## src/common/opll_pkg.sv

```systemverilog
`default_nettype none

package opll_pkg;

	localparam int num_channels = 9;
	localparam int num_slots = 18;
	localparam int rhythm_first_ch = 6;

	// register address map
	localparam logic [7:0] addr_rhythm = 8'h0e;
	localparam logic [7:0] addr_fnum_lo = 8'h10;
	localparam logic [7:0] addr_fnum_hi = 8'h20;
	localparam logic [7:0] addr_instr = 8'h30;

	typedef struct packed {
		logic valid;
		logic [7:0] addr;
		logic [7:0] data;
	} host_write_t;

	typedef struct packed {
		logic [8:0] fnum;
		logic [2:0] block;
		logic key_on;
		logic sus_on;
		logic [3:0] instrument;
		logic [3:0] volume;
	} channel_state_t;

	typedef struct packed {
		logic am;
		logic vib;
		logic eg_type;
		logic ksr;
		logic [3:0] multi;
		logic [1:0] ksl;
		logic [5:0] tl;
		logic wf;
		logic [2:0] feedback;
		logic [3:0] ar;
		logic [3:0] dr;
		logic [3:0] sl;
		logic [3:0] rr;
	} op_patch_t;

	typedef struct packed {
		op_patch_t modulator;
		op_patch_t carrier;
	} custom_patch_t;

	// same bit order as register 0x0e
	typedef struct packed {
		logic enable;
		logic bd;
		logic sd;
		logic tom;
		logic tc;
		logic hh;
	} rhythm_t;

	typedef struct packed {
		logic valid;
		logic [3:0] channel;
		logic is_car;
		channel_state_t ch_state;
		op_patch_t patch;
	} slot_params_t;

	// eight instrument bytes in register order, byte 0 in the top bits
	function automatic op_patch_t unpack_op(logic [63:0] regs, logic is_car);
		logic [7:0] b2;
		logic [7:0] b3;
		logic [7:0] ch_b;
		logic [7:0] ad_b;
		logic [7:0] sr_b;
		op_patch_t p;
		b2 = regs[47:40];
		b3 = regs[39:32];
		ch_b = is_car ? regs[55:48] : regs[63:56];
		ad_b = is_car ? regs[23:16] : regs[31:24];
		sr_b = is_car ? regs[7:0] : regs[15:8];
		p.am = ch_b[7];
		p.vib = ch_b[6];
		p.eg_type = ch_b[5];
		p.ksr = ch_b[4];
		p.multi = ch_b[3:0];
		p.ksl = is_car ? b3[7:6] : b2[7:6];
		// carrier has no tl or feedback
		p.tl = is_car ? 6'd0 : b2[5:0];
		p.wf = is_car ? b3[4] : b3[3];
		p.feedback = is_car ? 3'd0 : b3[2:0];
		p.ar = ad_b[7:4];
		p.dr = ad_b[3:0];
		p.sl = sr_b[7:4];
		p.rr = sr_b[3:0];
		return p;
	endfunction

endpackage

`default_nettype wire
```

## src/logic/opll_regs_top.sv

```systemverilog
`default_nettype none

module opll_regs_top
(
	input wire logic MCLK,
	input wire logic rst_n,
	input wire logic cs,
	input wire logic we,
	input wire logic a0,
	input wire logic [7:0] data,
	output opll_pkg::slot_params_t slot
);

	opll_pkg::host_write_t wr;
	opll_pkg::channel_state_t ch_state;
	opll_pkg::custom_patch_t custom;
	opll_pkg::rhythm_t rhythm;
	logic [3:0] ch_sel;

	bus_decoder i_bus_decoder
	(
		.MCLK(MCLK),
		.rst_n(rst_n),
		.cs(cs),
		.we(we),
		.a0(a0),
		.data(data),
		.wr(wr)
	);

	channel_regs i_channel_regs
	(
		.MCLK(MCLK),
		.rst_n(rst_n),
		.wr(wr),
		.ch_sel(ch_sel),
		.ch_state(ch_state)
	);

	patch_regs i_patch_regs
	(
		.MCLK(MCLK),
		.rst_n(rst_n),
		.wr(wr),
		.custom(custom),
		.rhythm(rhythm)
	);

	slot_assembler i_slot_assembler
	(
		.MCLK(MCLK),
		.rst_n(rst_n),
		.ch_state(ch_state),
		.custom(custom),
		.rhythm(rhythm),
		.ch_sel(ch_sel),
		.slot(slot)
	);

endmodule

`default_nettype wire

```

## src/slot/slot_assembler.sv

```systemverilog
`default_nettype none

module slot_assembler
(
	input wire logic MCLK,
	input wire logic rst_n,
	input wire opll_pkg::channel_state_t ch_state,
	input wire opll_pkg::custom_patch_t custom,
	input wire opll_pkg::rhythm_t rhythm,
	output logic [3:0] ch_sel,
	output opll_pkg::slot_params_t slot
);

	logic [4:0] slot_cnt;
	logic is_car;
	logic [1:0] rhythm_sel;
	logic rhythm_key;
	opll_pkg::op_patch_t rom_patch;
	opll_pkg::op_patch_t patch;
	opll_pkg::channel_state_t merged;

	// slot index is 2 * channel + is_car
	assign ch_sel = slot_cnt[4:1];
	assign is_car = slot_cnt[0];

	// 1, 2, 3 for channels 6, 7, 8 in rhythm mode
	always_comb
	begin
		rhythm_sel = 2'd0;
		if (rhythm.enable && ch_sel >= 4'(opll_pkg::rhythm_first_ch))
			rhythm_sel = 2'(ch_sel - 4'(opll_pkg::rhythm_first_ch) + 4'd1);
	end

	patch_rom i_patch_rom
	(
		.instr(ch_state.instrument),
		.is_car(is_car),
		.rhythm_sel(rhythm_sel),
		.rom_patch(rom_patch)
	);

	always_comb
	begin
		case (rhythm_sel)
			2'd1: rhythm_key = rhythm.bd;
			2'd2: rhythm_key = is_car ? rhythm.sd : rhythm.hh;
			2'd3: rhythm_key = is_car ? rhythm.tc : rhythm.tom;
			default: rhythm_key = 1'b0;
		endcase
	end

	always_comb
	begin
		merged = ch_state;
		merged.key_on = ch_state.key_on | rhythm_key;
	end

	assign patch = (rhythm_sel != 2'd0 || ch_state.instrument != 4'd0) ? rom_patch
		: (is_car ? custom.carrier : custom.modulator);

	always_ff @(posedge MCLK or negedge rst_n)
	begin
		if (!rst_n)
		begin
			slot_cnt <= '0;
			slot <= '0;
		end
		else
		begin
			slot_cnt <= (slot_cnt == 5'(opll_pkg::num_slots - 1)) ? 5'd0 : slot_cnt + 5'd1;
			slot.valid <= 1'b1;
			slot.channel <= ch_sel;
			slot.is_car <= is_car;
			slot.ch_state <= merged;
			slot.patch <= patch;
		end
	end

endmodule

`default_nettype wire

```

## src/slot/patch_rom.sv

```systemverilog
`default_nettype none

module patch_rom
(
	input wire logic [3:0] instr,
	input wire logic is_car,
	input wire logic [1:0] rhythm_sel,
	output opll_pkg::op_patch_t rom_patch
);

	// one row holds registers 0x00 to 0x07 of an instrument
	logic [63:0] row;

	always_comb
	begin
		case (rhythm_sel)
			// bd on both operators
			2'd1: row = 64'h01_01_18_0f_df_f8_6a_6d;
			// hh modulator, sd carrier
			2'd2: row = 64'h01_01_00_00_c8_d8_a7_68;
			// tom modulator, tc carrier
			2'd3: row = 64'h05_01_00_00_f8_aa_59_55;
			default:
			begin
				case (instr)
					4'h1: row = 64'h71_61_1e_17_d0_78_00_17;
					4'h2: row = 64'h13_41_1a_0d_d8_f7_23_13;
					4'h3: row = 64'h13_01_99_00_f2_c4_21_23;
					4'h4: row = 64'h11_61_0e_07_8d_64_70_27;
					4'h5: row = 64'h32_21_1e_06_e1_76_01_28;
					4'h6: row = 64'h31_22_16_05_e0_71_00_18;
					4'h7: row = 64'h21_61_1d_07_82_81_11_07;
					4'h8: row = 64'h33_21_2d_13_b0_70_00_07;
					4'h9: row = 64'h61_61_1b_06_64_65_10_17;
					4'ha: row = 64'h41_61_0b_18_85_f0_81_07;
					4'hb: row = 64'h33_01_83_11_ea_ef_10_04;
					4'hc: row = 64'h17_c1_24_07_f8_f8_22_12;
					4'hd: row = 64'h61_50_0c_05_d2_f5_40_16;
					4'he: row = 64'h01_01_55_03_e9_90_03_02;
					4'hf: row = 64'h41_41_89_03_f1_e4_c0_13;
					// instrument 0 is the custom patch, not stored here
					default: row = '0;
				endcase
			end
		endcase
	end

	assign rom_patch = opll_pkg::unpack_op(row, is_car);

endmodule

`default_nettype wire

```

## src/regs/patch_regs.sv

```systemverilog
`default_nettype none

module patch_regs
(
	input wire logic MCLK,
	input wire logic rst_n,
	input wire opll_pkg::host_write_t wr,
	output opll_pkg::custom_patch_t custom,
	output opll_pkg::rhythm_t rhythm
);

	logic [7:0] custom_q [8];
	logic [5:0] rhythm_q;
	logic [63:0] custom_bytes;

	always_ff @(posedge MCLK or negedge rst_n)
	begin
		if (!rst_n)
		begin
			for (int k = 0; k < 8; k++)
				custom_q[k] <= '0;
			rhythm_q <= '0;
		end
		else if (wr.valid)
		begin
			// 0x00 to 0x07
			if (wr.addr[7:3] == 5'd0)
				custom_q[wr.addr[2:0]] <= wr.data;
			else if (wr.addr == opll_pkg::addr_rhythm)
				rhythm_q <= wr.data[5:0];
		end
	end

	assign custom_bytes = {
		custom_q[0], custom_q[1], custom_q[2], custom_q[3],
		custom_q[4], custom_q[5], custom_q[6], custom_q[7]
	};

	assign custom = '{
		modulator: opll_pkg::unpack_op(custom_bytes, 1'b0),
		carrier: opll_pkg::unpack_op(custom_bytes, 1'b1)
	};

	assign rhythm = opll_pkg::rhythm_t'(rhythm_q);

endmodule

`default_nettype wire

```

## src/regs/channel_regs.sv

```systemverilog
`default_nettype none

module channel_regs
(
	input wire logic MCLK,
	input wire logic rst_n,
	input wire opll_pkg::host_write_t wr,
	input wire logic [3:0] ch_sel,
	output opll_pkg::channel_state_t ch_state
);

	opll_pkg::channel_state_t state_q [opll_pkg::num_channels];
	logic [3:0] wr_ch;
	logic ch_hit;

	assign wr_ch = wr.addr[3:0];
	// low nibbles 9 to 15 fall outside the channel range
	assign ch_hit = wr.valid && (wr_ch < 4'(opll_pkg::num_channels));

	always_ff @(posedge MCLK or negedge rst_n)
	begin
		if (!rst_n)
		begin
			for (int i = 0; i < opll_pkg::num_channels; i++)
				state_q[i] <= '0;
		end
		else if (ch_hit)
		begin
			case (wr.addr[7:4])
				opll_pkg::addr_fnum_lo[7:4]:
					state_q[wr_ch].fnum[7:0] <= wr.data;
				opll_pkg::addr_fnum_hi[7:4]:
				begin
					state_q[wr_ch].fnum[8] <= wr.data[0];
					state_q[wr_ch].block <= wr.data[3:1];
					state_q[wr_ch].key_on <= wr.data[4];
					state_q[wr_ch].sus_on <= wr.data[5];
				end
				opll_pkg::addr_instr[7:4]:
				begin
					state_q[wr_ch].instrument <= wr.data[7:4];
					state_q[wr_ch].volume <= wr.data[3:0];
				end
				default:
				begin
				end
			endcase
		end
	end

	assign ch_state = (ch_sel < 4'(opll_pkg::num_channels)) ? state_q[ch_sel] : '0;

endmodule

`default_nettype wire

```

## src/logic/bus_decoder.sv

```systemverilog
`default_nettype none

module bus_decoder
(
	input wire logic MCLK,
	input wire logic rst_n,
	input wire logic cs,
	input wire logic we,
	input wire logic a0,
	input wire logic [7:0] data,
	output opll_pkg::host_write_t wr
);

	logic [7:0] addr_q;
	logic wr_valid;
	logic [7:0] wr_addr;
	logic [7:0] wr_data;

	always_ff @(posedge MCLK or negedge rst_n)
	begin
		if (!rst_n)
		begin
			addr_q <= '0;
			wr_valid <= 1'b0;
		end
		else
		begin
			wr_valid <= cs & we & a0;
			// address phase
			if (cs && we && !a0)
				addr_q <= data;
		end
	end

	// data phase, address stays for further writes
	always_ff @(posedge MCLK)
	begin
		if (cs && we && a0)
		begin
			wr_addr <= addr_q;
			wr_data <= data;
		end
	end

	assign wr = '{valid: wr_valid, addr: wr_addr, data: wr_data};

endmodule

`default_nettype wire

```

## config.mk

```make
export PLATFORM = sky130hd
export DESIGN_NAME = opll_regs_top
export DESIGN_NICKNAME = d
export VERILOG_FILES = /design/src/common/opll_pkg.sv /design/src/logic/opll_regs_top.sv /design/src/slot/slot_assembler.sv /design/src/slot/patch_rom.sv /design/src/regs/patch_regs.sv /design/src/regs/channel_regs.sv /design/src/logic/bus_decoder.sv
export SDC_FILE = /design/constraint.sdc
export NUM_CORES = 1
export LEC_CHECK = 0
export BUFFER_PORTS_ARGS = -buffer_cell sky130_fd_sc_hd__buf_2
export CELL_PAD_IN_SITES_DETAIL_PLACEMENT = 2
export CELL_PAD_IN_SITES_GLOBAL_PLACEMENT = 2
export CORE_MARGIN = 1.5
export CORE_UTILIZATION = 30
export CTS_BUF_LIST = sky130_fd_sc_hd__clkbuf_4 sky130_fd_sc_hd__clkbuf_8 sky130_fd_sc_hd__clkbuf_16
export CTS_CLUSTER_DIAMETER = 40
export DETAILED_ROUTE_END_ITERATION = 10
export MAX_ROUTING_LAYER = met4
export PLACE_DENSITY_LB_ADDON = 0.1
export SYNTH_ARGS = -nofsm -noshare
export SYNTH_HDL_FRONTEND = slang
export SYNTH_HIERARCHICAL = 1
export SYNTH_SLANG_ARGS = --single-unit
```

## constraint.sdc

```tcl
create_clock -name MCLK -period 4.95 [get_ports MCLK]
set_input_delay 0.99 -clock MCLK [delete_from_list [all_inputs] [get_ports MCLK]]
set_output_delay 0.99 -clock MCLK [all_outputs]
set_load 0.01 [all_outputs]
```

Yosys cells after proc, flatten, opt, wreduce, memory -nomap -nowiden. Memory sizes are Yosys's and may differ from the RTL's. Index checks and enable logic that the tools add are counted.

Flip-flop bits (word level): 362. Bits in read-only memories: 848. Input bits: 13. Output and inout bits: 64. Logic and storage cells: 177. Memories: 1.

$add $sub $neg: 3. $lt $le $gt $ge: 8. Equality and inequality tests: 8. Mux-type cells: 44. Bitwise gates (word level): 7. Reductions and logical operators: 16.

Memories: (name not given) (words 16, width 53, rd ports 1, clocked after Yosys merged registers in 0, wr ports 0, RTL line patch_rom.sv:25) `case (instr)`.

Operators with widths (number): $bwmux 198 (7); $demux 22 s4 (7); $pmux 198 s3 (1); $pmux 64 s3 (1); $bmux 22 s4 (1); $mux 22 (4); $mux 36 (2); $bwmux 64 (1); $mux 8 (5); $demux 8 s3 (1); $mux 21 (1); $mux 13 (1); $ge 5x5->1 const B (2); $mux 10 (1); $not 4->5 (2); $mux 9 (1); $eq 4x2->1 const B (2); $eq 8x4->1 const B (1); $lt 4x4->1 const B (2); $logic_and 1x1->1 (7); $mux 6 (1); $add 5x1->5 const B (1); $eq 5x5->1 const B (1); $logic_not 5->1 (1); other kinds (26) (32).

Depth between registers and ports, before layout. Gate-level depths: netlist of the first run.

Depth after elaboration: 10. Depth in mapped cells: 18. Depth with buffers taken out: 13.

Modules after synthesis. Netlist of the first run, hierarchy kept.

Modules (own cells, without submodules): channel_regs (instances 1, cells an instance 652, area each 9377.7 um^2, seq. area each 4954.8 um^2); slot_assembler (instances 1, cells an instance 236, area each 2894.0 um^2, seq. area each 1726.7 um^2); patch_regs (instances 1, cells an instance 168, area each 2770.2 um^2, seq. area each 1726.7 um^2); patch_rom (instances 1, cells an instance 242, area each 1577.8 um^2, seq. area each 0.0 um^2); bus_decoder (instances 1, cells an instance 36, area each 830.8 um^2, seq. area each 705.7 um^2).

Worst setup path after synthesis of the first run. Ideal clock, no wire load.

Kind: flip-flop to flip-flop. Start: register i_slot_assembler.slot_cnt[2]. End: register i_slot_assembler/slot[4] (netlist name). Setup time: 130 ps. Data arrival time: 3763 ps. Required time: 4820 ps. Slack: 1056 ps. Cell stages (with the launch flop): 18. Buffers on the path: 6. Clock period less this slack: 3894 ps. Cells stage by stage: dfrtp_1 > buf_4 > buf_2 > buf_2 > and2_1 > clkbuf_1 > a22oi_1 > nand2_1 > o21ai_0 > buf_2 > inv_1 > ha_1 > clkbuf_1 > mux4_2 > o22ai_1 > nor2_1 > a21oi_1 > a31oi_1.

RTL lines: from (decl) (RTL line slot_assembler.sv:14) `logic [4:0] slot_cnt;`; from (signal assigned) (RTL line slot_assembler.sv:70) `slot_cnt <= (slot_cnt == 5'(opll_pkg::num_slots - 1)) ? 5'd0 : slot_cnt + 5'd1;`.

==> results of run 1 <==
worst paths after layout:
check | start | end | slack, ps | cells past startpoint
setup / recovery | i_slot_assembler/slot_cnt[2] | i_slot_assembler/slot[9] | 1160 | 13
hold / removal | i_bus_decoder/addr_q[6] | i_bus_decoder/wr_addr[6] | 450 | 0
setup reg to reg | i_slot_assembler/slot_cnt[2] | i_slot_assembler/slot[9] | 1160 | 13
hold reg to reg | i_bus_decoder/addr_q[6] | i_bus_decoder/wr_addr[6] | 450 | 0
max in group asynchronous | rst_n | i_channel_regs/state_q[83] | 3340 | 2
min in group asynchronous | rst_n | i_channel_regs/state_q[121] | 460 | 1
cells in the mapped netlist, types with 6 or more instances:
cell type,number,area share
nor3_1,8,0.0023
a21oi_1,61,0.017
nand2_1,54,0.012
buf_2,37,0.011
mux4_2,11,0.014
buf_4,27,0.012
ha_1,21,0.015
dfrtp_1,345,0.49
nand2b_1,23,0.0082
mux2_1,6,0.0039
mux2_2,273,0.18
nand3_1,9,0.0026
nor2b_1,11,0.0039
clkbuf_1,27,0.0058
a31oi_1,41,0.015
a221oi_1,11,0.0055
a22o_1,11,0.0055
o21ai_0,38,0.011
mux2i_1,109,0.063
nor2_8,6,0.0069
a211oi_1,7,0.0030
nor2_1,26,0.0056
a22oi_1,25,0.011
nor2_4,7,0.0045
nand2_2,9,0.0032
inv_1,11,0.0024
edfxtp_1,16,0.028
logic make-up (layout without fill, tap and decap cells):
group	Yosys count	in the layout	share of synthesized area
AO/OA/AOI/OAI	231	231	0.08661
XOR/XNOR	1	1	0.0005020
AND/OR/NAND/NOR	207	207	0.08246
other	3	12	0.0006453
adder cells (fa/ha/maj)	21	21	0.01506
multiplexers	399	399	0.2568
buffers and inverters	111	258	0.03571
flip-flops	361	361	0.5223
sequential cells by signal (all words and copies together) (netlist names):
signal,cells
i_bus_decoder/wr_addr,8
i_bus_decoder/wr_valid,1
i_bus_decoder/wr_data,8
i_patch_regs/custom,63
i_patch_regs/rhythm,6
i_slot_assembler/slot_cnt,5
i_bus_decoder/addr_q,8
i_channel_regs/state_q,198
i_slot_assembler/slot,64
critical path, cell delays in order (launching register included):
cell	delay, ps
dfrtp_1	440
buf_4	360
nor2b_1	90
buf_4	220
a22oi_1	250
nand2_1	130
o21ai_4	780
buf_4	370
and2_1	240
a21oi_1	80
nor2_1	150
a2bb2oi_1	270
a21oi_1	90
a31oi_1	210
area by class of cell:
| type | instances | area (sq um) |
|---|---|---|
| Inverter | 13 | 53.80 |
| Multi-Input combinational cell | 870 | 7767 |
| Tap cell | 765 | 957.2 |
| Timing Repair Buffer | 115 | 695.7 |
| Antenna cell | 1 | 2.502 |
| Clock inverter | 41 | 586.8 |
| Clock buffer | 89 | 2004 |
| Sequential cell | 361 | 9121 |
| Fill cell | 5836 | 36400 |
power by group:
part / total (mW) / switching [mW] / internal, mW
sequential: 3.10 / 0.0533 / 3.05
clock: 5.16 / 1.69 / 3.47
combinational: 0.299 / 0.197 / 0.102
cell usage in the layout (no fill, tap or decap), types with 12 or more instances in the layout:
cell type / instances
dfrtp_1: 343
mux2_2: 273
mux2i_1: 109
buf_2: 75
clkbuf_16: 72
a21oi_1: 61
nand2_1: 54
a31oi_1: 41
buf_4: 38
o21ai_0: 36
a22oi_1: 25
nor2_1: 25
nand2b_1: 23
ha_1: 21
edfxtp_1: 16
clkbuf_8: 12
metal layers:
layer / vias to the layer above / global-route usage
met3: 84 / 0.03128
met5: - / -
met2: 172 / 0.2948
li1: 5108 / -
met4: 0 / 0.06409
met1: 6037 / 0.2675
==> results.py, run 1 <==
metrics = {
    "global_route": {
        "grt_pass1_wl_um": 84340,
        "antenna_found_initial": 1,
        "grt_use_total": 0.1954,
        "grt_start_max_net_pins": 109,
        "grt_pass1_vias": 12670,
        "grt_overflow": 0,
    },
    "timing": {
        "slew_viol_final": 0,
        "setup_ws_ps": 1162,
        "max_clock_freq_mhz": 264.0,
        "period_needed_ps": 3788,
        "fin_crit_sh": 0.7653,
        "whs_ps": 447.6,
        "fin_skew_ps": 18.69,
        "finalHoldViolations": 0,
        "max-slew-margin-rel": 0.2707,
        "fin_tns_setup_ps": 0,
        "timing_worst_slew_pin_value_ps": 1094,
        "setup_viol": 0,
        "rsz0062_at_grt": "no",
    },
    "placement": {
        "numPortBuffers": 76,
        "dp_hpwl_um": 36180,
        "place.gp.congestion": 0.8090,
        "dpl.cell_count": 2124,
        "place_ws_ps": 1166,
        "dpl-instance-area_sq_um": 18600,
    },
    "clock_network": {
        "cts_sinks": 361,
        "postCtsSetupBuffers": 0,
        "cts_hold_buf": 0,
        "clk_path_buf_depth": 3,
        "cts_buffers": 71,
        "ctsResizeCount": 0,
        "cts-root-buf": "clkbuf_16",
        "worstSkewPairLatency_ps": 600,
        "tritoncts": "built",
        "clk_pin_slew_worst_paths_ps": 50,
        "htree_levels": 3,
    },
    "route": {
        "drc": 0,
        "num_vias": 11400,
        "highest_layer": "met4",
        "wl_met2_um": 25440,
        "drt_iter0_markers": 577,
        "antenna_left": 0,
        "wl_met1_um": 26860,
        "wl_met3_um": 1811,
        "drt_pass1_iterations": 5,
        "vias_per_cell": 5.056,
        "routedWlPerCell_um": 24.53,
        "wl_um": 55310,
    },
    "floorplanning": {
        "start_util": 0.3030,
        "ios": 77,
        "core_area_sq_um": 57590,
        "die_x_um": 244.2,
        "fp.dieArea_sq_um": 59620,
        "fp-row-count": 88,
        "die_y_um": 244.2,
    },
    "logic_synthesis": {
        "avgSynthCellArea_sq_um": 13.08,
        "synth_area_sq_um": 17450,
        "ys_seq_elements": 361,
        "synth_edf_count": 16,
        "syn_inst": 1334,
        "async_flop_share": 0.9557,
        "yosysSeqAreaShare": 0.5223,
        "yosys_warnings": 6,
        "ys_types": 82,
        "ys.flop_type": "dfrtp_1",
    },
    "critical_path": {
        "critPathRequiredTime_ps": 5460,
        "arrival_ps": 4300,
        "cp-end-kind": "register",
        "path_class": "reg -> reg",
        "cp-start-kind": "register",
        "crit_path_max_fanout": 30,
    },
    "min_path": {
        "min_path_type": "reg -> reg",
    },
    "final_layout": {
        "layout.cells.non_filler": 2255,
        "nets": 1466,
        "area_delta_synth_final_pct": 21.42,
        "drive_above_1_share": 0.3976,
        "postLayoutCoreUtil": 0.3680,
        "design_area_sq_um": 21190,
    },
    "pwr": {
        "power_mw": 8.560,
        "p_per_area_nw_per_um2": 404.0,
        "peakVddDrop_v": 0.0002957,
        "p_leak_nw": 10.23,
    },
    "flow_run": {
        "timing.max_cap.violations": 0,
    },
    "outcome": {
        "status": "complete, no violations",
    },
}
Note: power is estimated with default switching activity, not from simulation.
==> run 2: changes to the inputs <==
ABC_AREA = 1   (was unset)
clock period = 3.4 ns   (was 4.95 ns; I/O delays follow)
==> run 2 against run 1 <==
First-iteration DRC count rose by 85%. Largest power group unchanged. Hold slack got worse by 410 ps. Die area rose by 16%. Clock-buffer cell count rose by 22. Worst setup slack got worse by 880 ps. Total power rose by 66%.
==> results.py, run 2 <==
metrics = {
    "global_route": {
        "grt_overflow": 0,
        "grt_pass1_vias": 22740,
        "grt_use_total": 0.2802,
        "grt_pass1_wl_um": 143800,
        "antenna_found_initial": 2,
        "grt_start_max_net_pins": 74,
    },
    "flow_run": {
        "timing.max_cap.violations": 0,
    },
    "route": {
        "antenna_left": 0,
        "routedWlPerCell_um": 23.98,
        "num_vias": 20390,
        "drt_pass1_iterations": 5,
        "drt_iter0_markers": 1070,
        "drc": 0,
        "vias_per_cell": 5.235,
        "wl_um": 93410,
    },
    "critical_path": {
        "cp_slowest_stage_delay_ps": 510,
        "path_class": "reg -> reg",
        "cp-end-kind": "register",
        "arrival_ps": 3660,
        "critPathRequiredTime_ps": 3940,
        "crit_buf_inv": 3,
        "cp-start-kind": "register",
        "crit_path_frequent_cell": "nand2_1",
        "path_cells": "buf_4, nor2_1, nand2_1, nor2_1, nand2_1, o21ai_1, inv_1, ha_1, inv_1, nand2_2, nand2_1, nor2_1, nand2_1, o21ai_1, nand2_1, nand2_1",
        "worst_path_max_delay_cell": "ha_1",
        "path_delay_family": "simple AND/OR/NAND/NOR gates",
        "crit_path_max_fanout": 10,
    },
    "final_layout": {
        "layout_commonest_cell": "nand2_1",
        "largest_reg_flops": 198,
        "num_antenna_cells": 0,
        "design_area_sq_um": 24920,
        "postLayoutCoreUtil": 0.3717,
        "max_flop_register": "i_channel_regs/state_q",
        "area_delta_synth_final_pct": 22.75,
        "fillers": 7805,
        "nets": 2984,
        "layout_common_cells": "1377 x nand2_1, 454 x nand3_1, 343 x dfrtp_1",
        "drive_above_1_share": 0.1383,
    },
    "timing": {
        "fin_skew_ps": 19.64,
        "slew_viol_final": 0,
        "period_needed_ps": 3122,
        "rsz0062_at_grt": "no",
        "fin_tns_setup_ps": 0,
        "setup_viol": 0,
        "setup_ws_ps": 278.1,
        "fin_crit_sh": 0.9182,
        "timing_worst_slew_pin_value_ps": 989.2,
        "max_clock_freq_mhz": 320.3,
        "max-slew-margin-rel": 0.3405,
        "finalHoldViolations": 0,
    },
    "logic_synthesis": {
        "ys_seq_elements": 361,
        "synth_edf_count": 16,
        "synth_top_area_frac": 0.4253,
        "ys.flop_type": "dfrtp_1",
        "yosysTopAreaCell": "dfrtp_1",
        "syn_inst": 2869,
        "async_flop_share": 0.9557,
        "synth_area_sq_um": 20300,
        "ys_types": 46,
        "yosys_warnings": 6,
        "yosysSeqAreaShare": 0.4490,
        "yosysMostFrequentCell": "nand2_1",
        "avgSynthCellArea_sq_um": 7.075,
        "synth_common_cells": "1377 x nand2_1, 454 x nand3_1, 345 x dfrtp_1, 125 x inv_1, 108 x nand4_1",
        "synth_area_leaders": "dfrtp_1 43%, nand2_1 25%, nand3_1 11%, nand4_1 3.3%, edfxtp_1 2.4%",
    },
    "pwr": {
        "clockPowerShare": 0.632,
        "peakVddDrop_v": 0.0002933,
        "intPower_mw": 10.70,
        "power_mw": 14.22,
        "p_per_area_nw_per_um2": 570.7,
        "pwr-share-seq": 0.320,
        "switchingPower_mw": 3.517,
        "pwr-share-comb": 0.049,
        "p_leak_nw": 13.27,
        "swShare": 0.2473,
    },
    "min_path": {
        "min_path_type": "in -> async",
    },
    "clock_network": {
        "clk_path_buf_depth": 3,
        "cts-root-buf": "clkbuf_16",
        "worstSkewPairLatency_ps": 620,
        "cts_sinks": 361,
        "htree_levels": 3,
        "tritoncts": "built",
        "clk_pin_slew_worst_paths_ps": 50,
        "cts_buffers": 87,
    },
    "outcome": {
        "status": "complete, no violations",
    },
    "placement": {
        "place.gp.congestion": 0.8934,
        "dp_hpwl_um": 63940,
        "place_ws_ps": 236.5,
        "dpl-instance-area_sq_um": 21760,
        "numPortBuffers": 76,
    },
    "floorplanning": {
        "fp-row-count": 95,
        "fp.dieArea_sq_um": 69230,
        "ios": 77,
        "start_util": 0.3028,
        "core_area_sq_um": 67040,
        "die_x_um": 263.1,
        "die_y_um": 263.1,
    },
}
-- run 2: worst reg2reg max path, delay by kind of cell, from the launching register on --
| family | cells | cell delay, ps |
|---|---|---|
| adders and majority gates | 1 | 510 |
| buffers and inverters | 3 | 550 |
| DFF | 1 | 440 |
| and+or+nand+nor | 10 | 1310 |
| AOI/OAI and AO/OA | 2 | 260 |
-- run 2: repair_timing --
action	CTS	global route
buffers inserted	0	0
hold buffers	0	0
resized for setup	0	1
endpoints found under the setup margin	0	1
-- run 2: power groups by stage --
stage | sequential (mW) | clock, mW | combinational, mW
global route | 4.55 | 9.40 | 0.776
CTS | 4.54 | 9.16 | 0.709
finish | 4.54 | 8.98 | 0.696
detailed placement | 4.61 | 0 | 0.703
floorplan | 4.57 | 0 | 0.358
global placement | 4.60 | 0 | 0.681
-- run 2: cell type report --
| class | count | area (sq um) | share of cell area |
|---|---|---|---|
| repair buffers | 176 | 1266 | 0.05082 |
| multi-input cells | 2182 | 9746 | 0.3911 |
| well taps | 873 | 1092 | 0.04384 |
| clock buffers | 111 | 2474 | 0.09927 |
| clock inverters | 50 | 680.7 | 0.02732 |
| inverters | 142 | 540.5 | 0.02169 |
| flip-flops and latches | 361 | 9119 | 0.3660 |
-- run 2: cells by family (layout without fill, tap and decap cells) --
family	after synthesis	after routing	share of synthesized area
buffers and inverters	334	479	0.07384
adders and majority gates	21	21	0.01294
muxes	1	1	0.0004931
other	3	11	0.0005547
and+or+nand+nor	2051	2051	0.4348
xor gates and xnor gates	2	2	0.0008631
AOI/OAI and AO/OA	96	96	0.02755
DFF	361	361	0.4490
-- run 2: metrics by stage --
step           hold slack (ps)  std cells
5_1_grt                  70.41       3895
6_report                 36.11       3895
3_5_place_dp             447.3       3734
2_1_floorplan            384.4       2877
4_1_cts                  67.37       3895
3_3_place_gp             441.9       3734
-- run 2: metal layers --
layer | wire length, um | GRT usage | vias to the layer above
met1 | 39790 | 0.3329 | 10480
li1 | - | - | 9374
met4 | 3757 | 0.1147 | 0
met5 | 0 | - | -
met3 | 2982 | 0.03573 | 172
met2 | 46880 | 0.4795 | 368
-- run 2: worst paths after layout --
kind                            slack [ps]  cells past startpoint                         start                           end
worst max-delay path                   280                     16  i_slot_assembler/slot_cnt[2]     i_slot_assembler/slot[21]
max in group asynchronous             2350                      2                         rst_n  i_slot_assembler/slot_cnt[1]
worst min register to register         460                      0       i_bus_decoder/addr_q[4]      i_bus_decoder/wr_addr[4]
worst min-delay path                    40                      1                         rst_n       i_patch_regs/custom[43]
worst max register to register         280                     16  i_slot_assembler/slot_cnt[2]     i_slot_assembler/slot[21]
min in group MCLK                      250                      1                       data[0]      i_bus_decoder/wr_data[0]
==> run 3: changes to the inputs <==
CTS_BUF_LIST = unset   (was sky130_fd_sc_hd__clkbuf_4 sky130_fd_sc_hd__clkbuf_8 sky130_fd_sc_hd__clkbuf_16)
==> run 3 against run 2 <==
Hold slack worse by 9.9 ps. Flip-flop and latch count stayed put. Register-to-register slack improved by 30 ps. Cell count unchanged. First-iteration DRC count is 2.0% higher. Clock skew is 7.2 ps higher. Sequential share of layout area about the same.
==> results.py, run 3 (same netlist as run 2, synthesis figures left out) <==
metrics = {
    "route": {
        "vias_per_cell": 5.261,
        "drc": 0,
        "num_vias": 20490,
        "routedWlPerCell_um": 23.98,
        "drt_iter0_markers": 1091,
        "antenna_left": 0,
        "wl_um": 93400,
        "drt_pass1_iterations": 5,
    },
    "placement": {
        "place.gp.congestion": 0.8934,
        "place_ws_ps": 236.5,
        "dpl-instance-area_sq_um": 21760,
        "dp_hpwl_um": 63940,
        "numPortBuffers": 76,
    },
    "final_layout": {
        "layout_commonest_cell": "nand2_1",
        "drive_above_1_share": 0.1353,
        "postLayoutCoreUtil": 0.3712,
        "largest_reg_flops": 198,
        "nets": 2984,
        "max_flop_register": "i_channel_regs/state_q",
        "area_delta_synth_final_pct": 22.58,
        "layout_common_cells": "1377 x nand2_1, 454 x nand3_1, 343 x dfrtp_1",
        "fillers": 7812,
        "design_area_sq_um": 24880,
        "num_antenna_cells": 0,
    },
    "floorplanning": {
        "core_area_sq_um": 67040,
        "fp.dieArea_sq_um": 69230,
        "fp-row-count": 95,
        "start_util": 0.3028,
        "die_y_um": 263.1,
        "ios": 77,
        "die_x_um": 263.1,
    },
    "outcome": {
        "status": "complete, no violations",
    },
    "critical_path": {
        "cp-end-kind": "register",
        "critPathRequiredTime_ps": 3940,
        "crit_path_max_fanout": 10,
        "cp-start-kind": "register",
        "arrival_ps": 3640,
        "regToRegSetupSlack_ps": 310,
        "path_class": "reg -> reg",
    },
    "clock_network": {
        "worstSkewPairLatency_ps": 630,
        "tritoncts": "built",
        "cts-root-buf": "clkbuf_16",
        "clk_pin_slew_worst_paths_ps": 50,
        "htree_levels": 3,
        "clk_path_buf_depth": 3,
        "cts_sinks": 361,
        "postCtsSetupBuffers": 0,
        "cts_buffers": 87,
    },
    "timing": {
        "period_needed_ps": 3092,
        "slew_viol_final": 0,
        "max_clock_freq_mhz": 323.4,
        "max-slew-margin-rel": 0.3500,
        "fin_tns_setup_ps": 0,
        "rsz0062_at_grt": "no",
        "setup_ws_ps": 307.5,
        "finalHoldViolations": 0,
        "setup_viol": 0,
        "fin_skew_ps": 26.83,
        "timing_worst_slew_pin_value_ps": 975.0,
        "fin_crit_sh": 0.9095,
    },
    "global_route": {
        "antenna_found_initial": 2,
        "grt_use_total": 0.2802,
        "grt_start_max_net_pins": 74,
        "grt_pass1_wl_um": 143800,
        "grt_overflow": 0,
        "grt_pass1_vias": 22730,
    },
    "pwr": {
        "pwr-share-comb": 0.049,
        "swShare": 0.2488,
        "p_leak_nw": 13.24,
        "intPower_mw": 10.63,
        "switchingPower_mw": 3.521,
        "pwr-share-seq": 0.321,
        "p_per_area_nw_per_um2": 568.8,
        "clockPowerShare": 0.630,
        "peakVddDrop_v": 0.0002932,
    },
    "min_path": {
        "min_path_type": "in -> async",
    },
    "flow_run": {
        "timing.max_cap.violations": 0,
    },
}
## run 3: what timing repair did
item,4_1_cts,5_1_grt
hold buffers,0,0
endpoints found under the setup margin,0,1
gates resized for setup,0,1
endpoints found under the hold margin,0,0
## run 3: path summary, 6_finish.rpt
check	from	cells after the start	endpoint
max	i_slot_assembler/slot_cnt[2]	16	i_slot_assembler/slot[21]
min	rst_n	1	i_patch_regs/custom[43]
max reg2reg	i_slot_assembler/slot_cnt[2]	16	i_slot_assembler/slot[21]
min reg2reg	i_bus_decoder/addr_q[4]	0	i_bus_decoder/wr_addr[4]
max in group asynchronous	rst_n	2	i_slot_assembler/slot_cnt[1]
min in group MCLK	data[0]	1	i_bus_decoder/wr_data[0]
## run 3: metrics by stage
| stage | hold slack [ps] | cells | power (mW) |
|---|---|---|---|
| 6_report | 26.20 | 3895 | 14.15 |
| 5_1_grt | 65.70 | 3895 | 14.66 |
| 4_1_cts | 66.25 | 3895 | 14.34 |
| 3_3_place_gp | 441.9 | 3734 | 5.285 |
| 2_1_floorplan | 384.4 | 2877 | 4.928 |
| 3_5_place_dp | 447.3 | 3734 | 5.312 |
## run 3: routing by layer
layer / up-vias / share of wire / global-route usage
met1: 10530 / 0.42 / 0.3329
met5: - / 0 / -
li1: 9382 / - / -
met3: 175 / 0.036 / 0.03629
met4: 0 / 0.041 / 0.1155
met2: 408 / 0.50 / 0.4788
## run 3: power groups by stage
stage                     Sequential, mW  Clock [mW]  Combinational [mW]
after floorplan                     4.57           0               0.358
after global placement              4.60           0               0.681
after detailed placement            4.61           0               0.703
after CTS                           4.54        9.08               0.709
after global routing                4.55        9.33               0.775
final                               4.54        8.91               0.697
## run 3: worst max-delay path: stages (launching register included)
cell and delay [ps]:
dfrtp_1 440, buf_4 210, nor2_1 290, nand2_1 120
nor2_1 150, nand2_1 70, o21ai_1 150, inv_1 230
ha_1 500, inv_1 90, nand2_2 90, nand2_1 90
nor2_1 220, nand2_1 70, o21ai_1 110, nand2_1 80
nand2_1 110
## run 3: final cells by class
type,instances,area (sq um),share of cell area
Clock buffer,111,2440,0.09805
Clock inverter,50,680.7,0.02735
Inverter,142,540.5,0.02172
Multi-Input combinational cell,2182,9746,0.3916
Sequential cell,361,9119,0.3665
Tap cell,873,1092,0.04390
Timing Repair Buffer,176,1266,0.05088
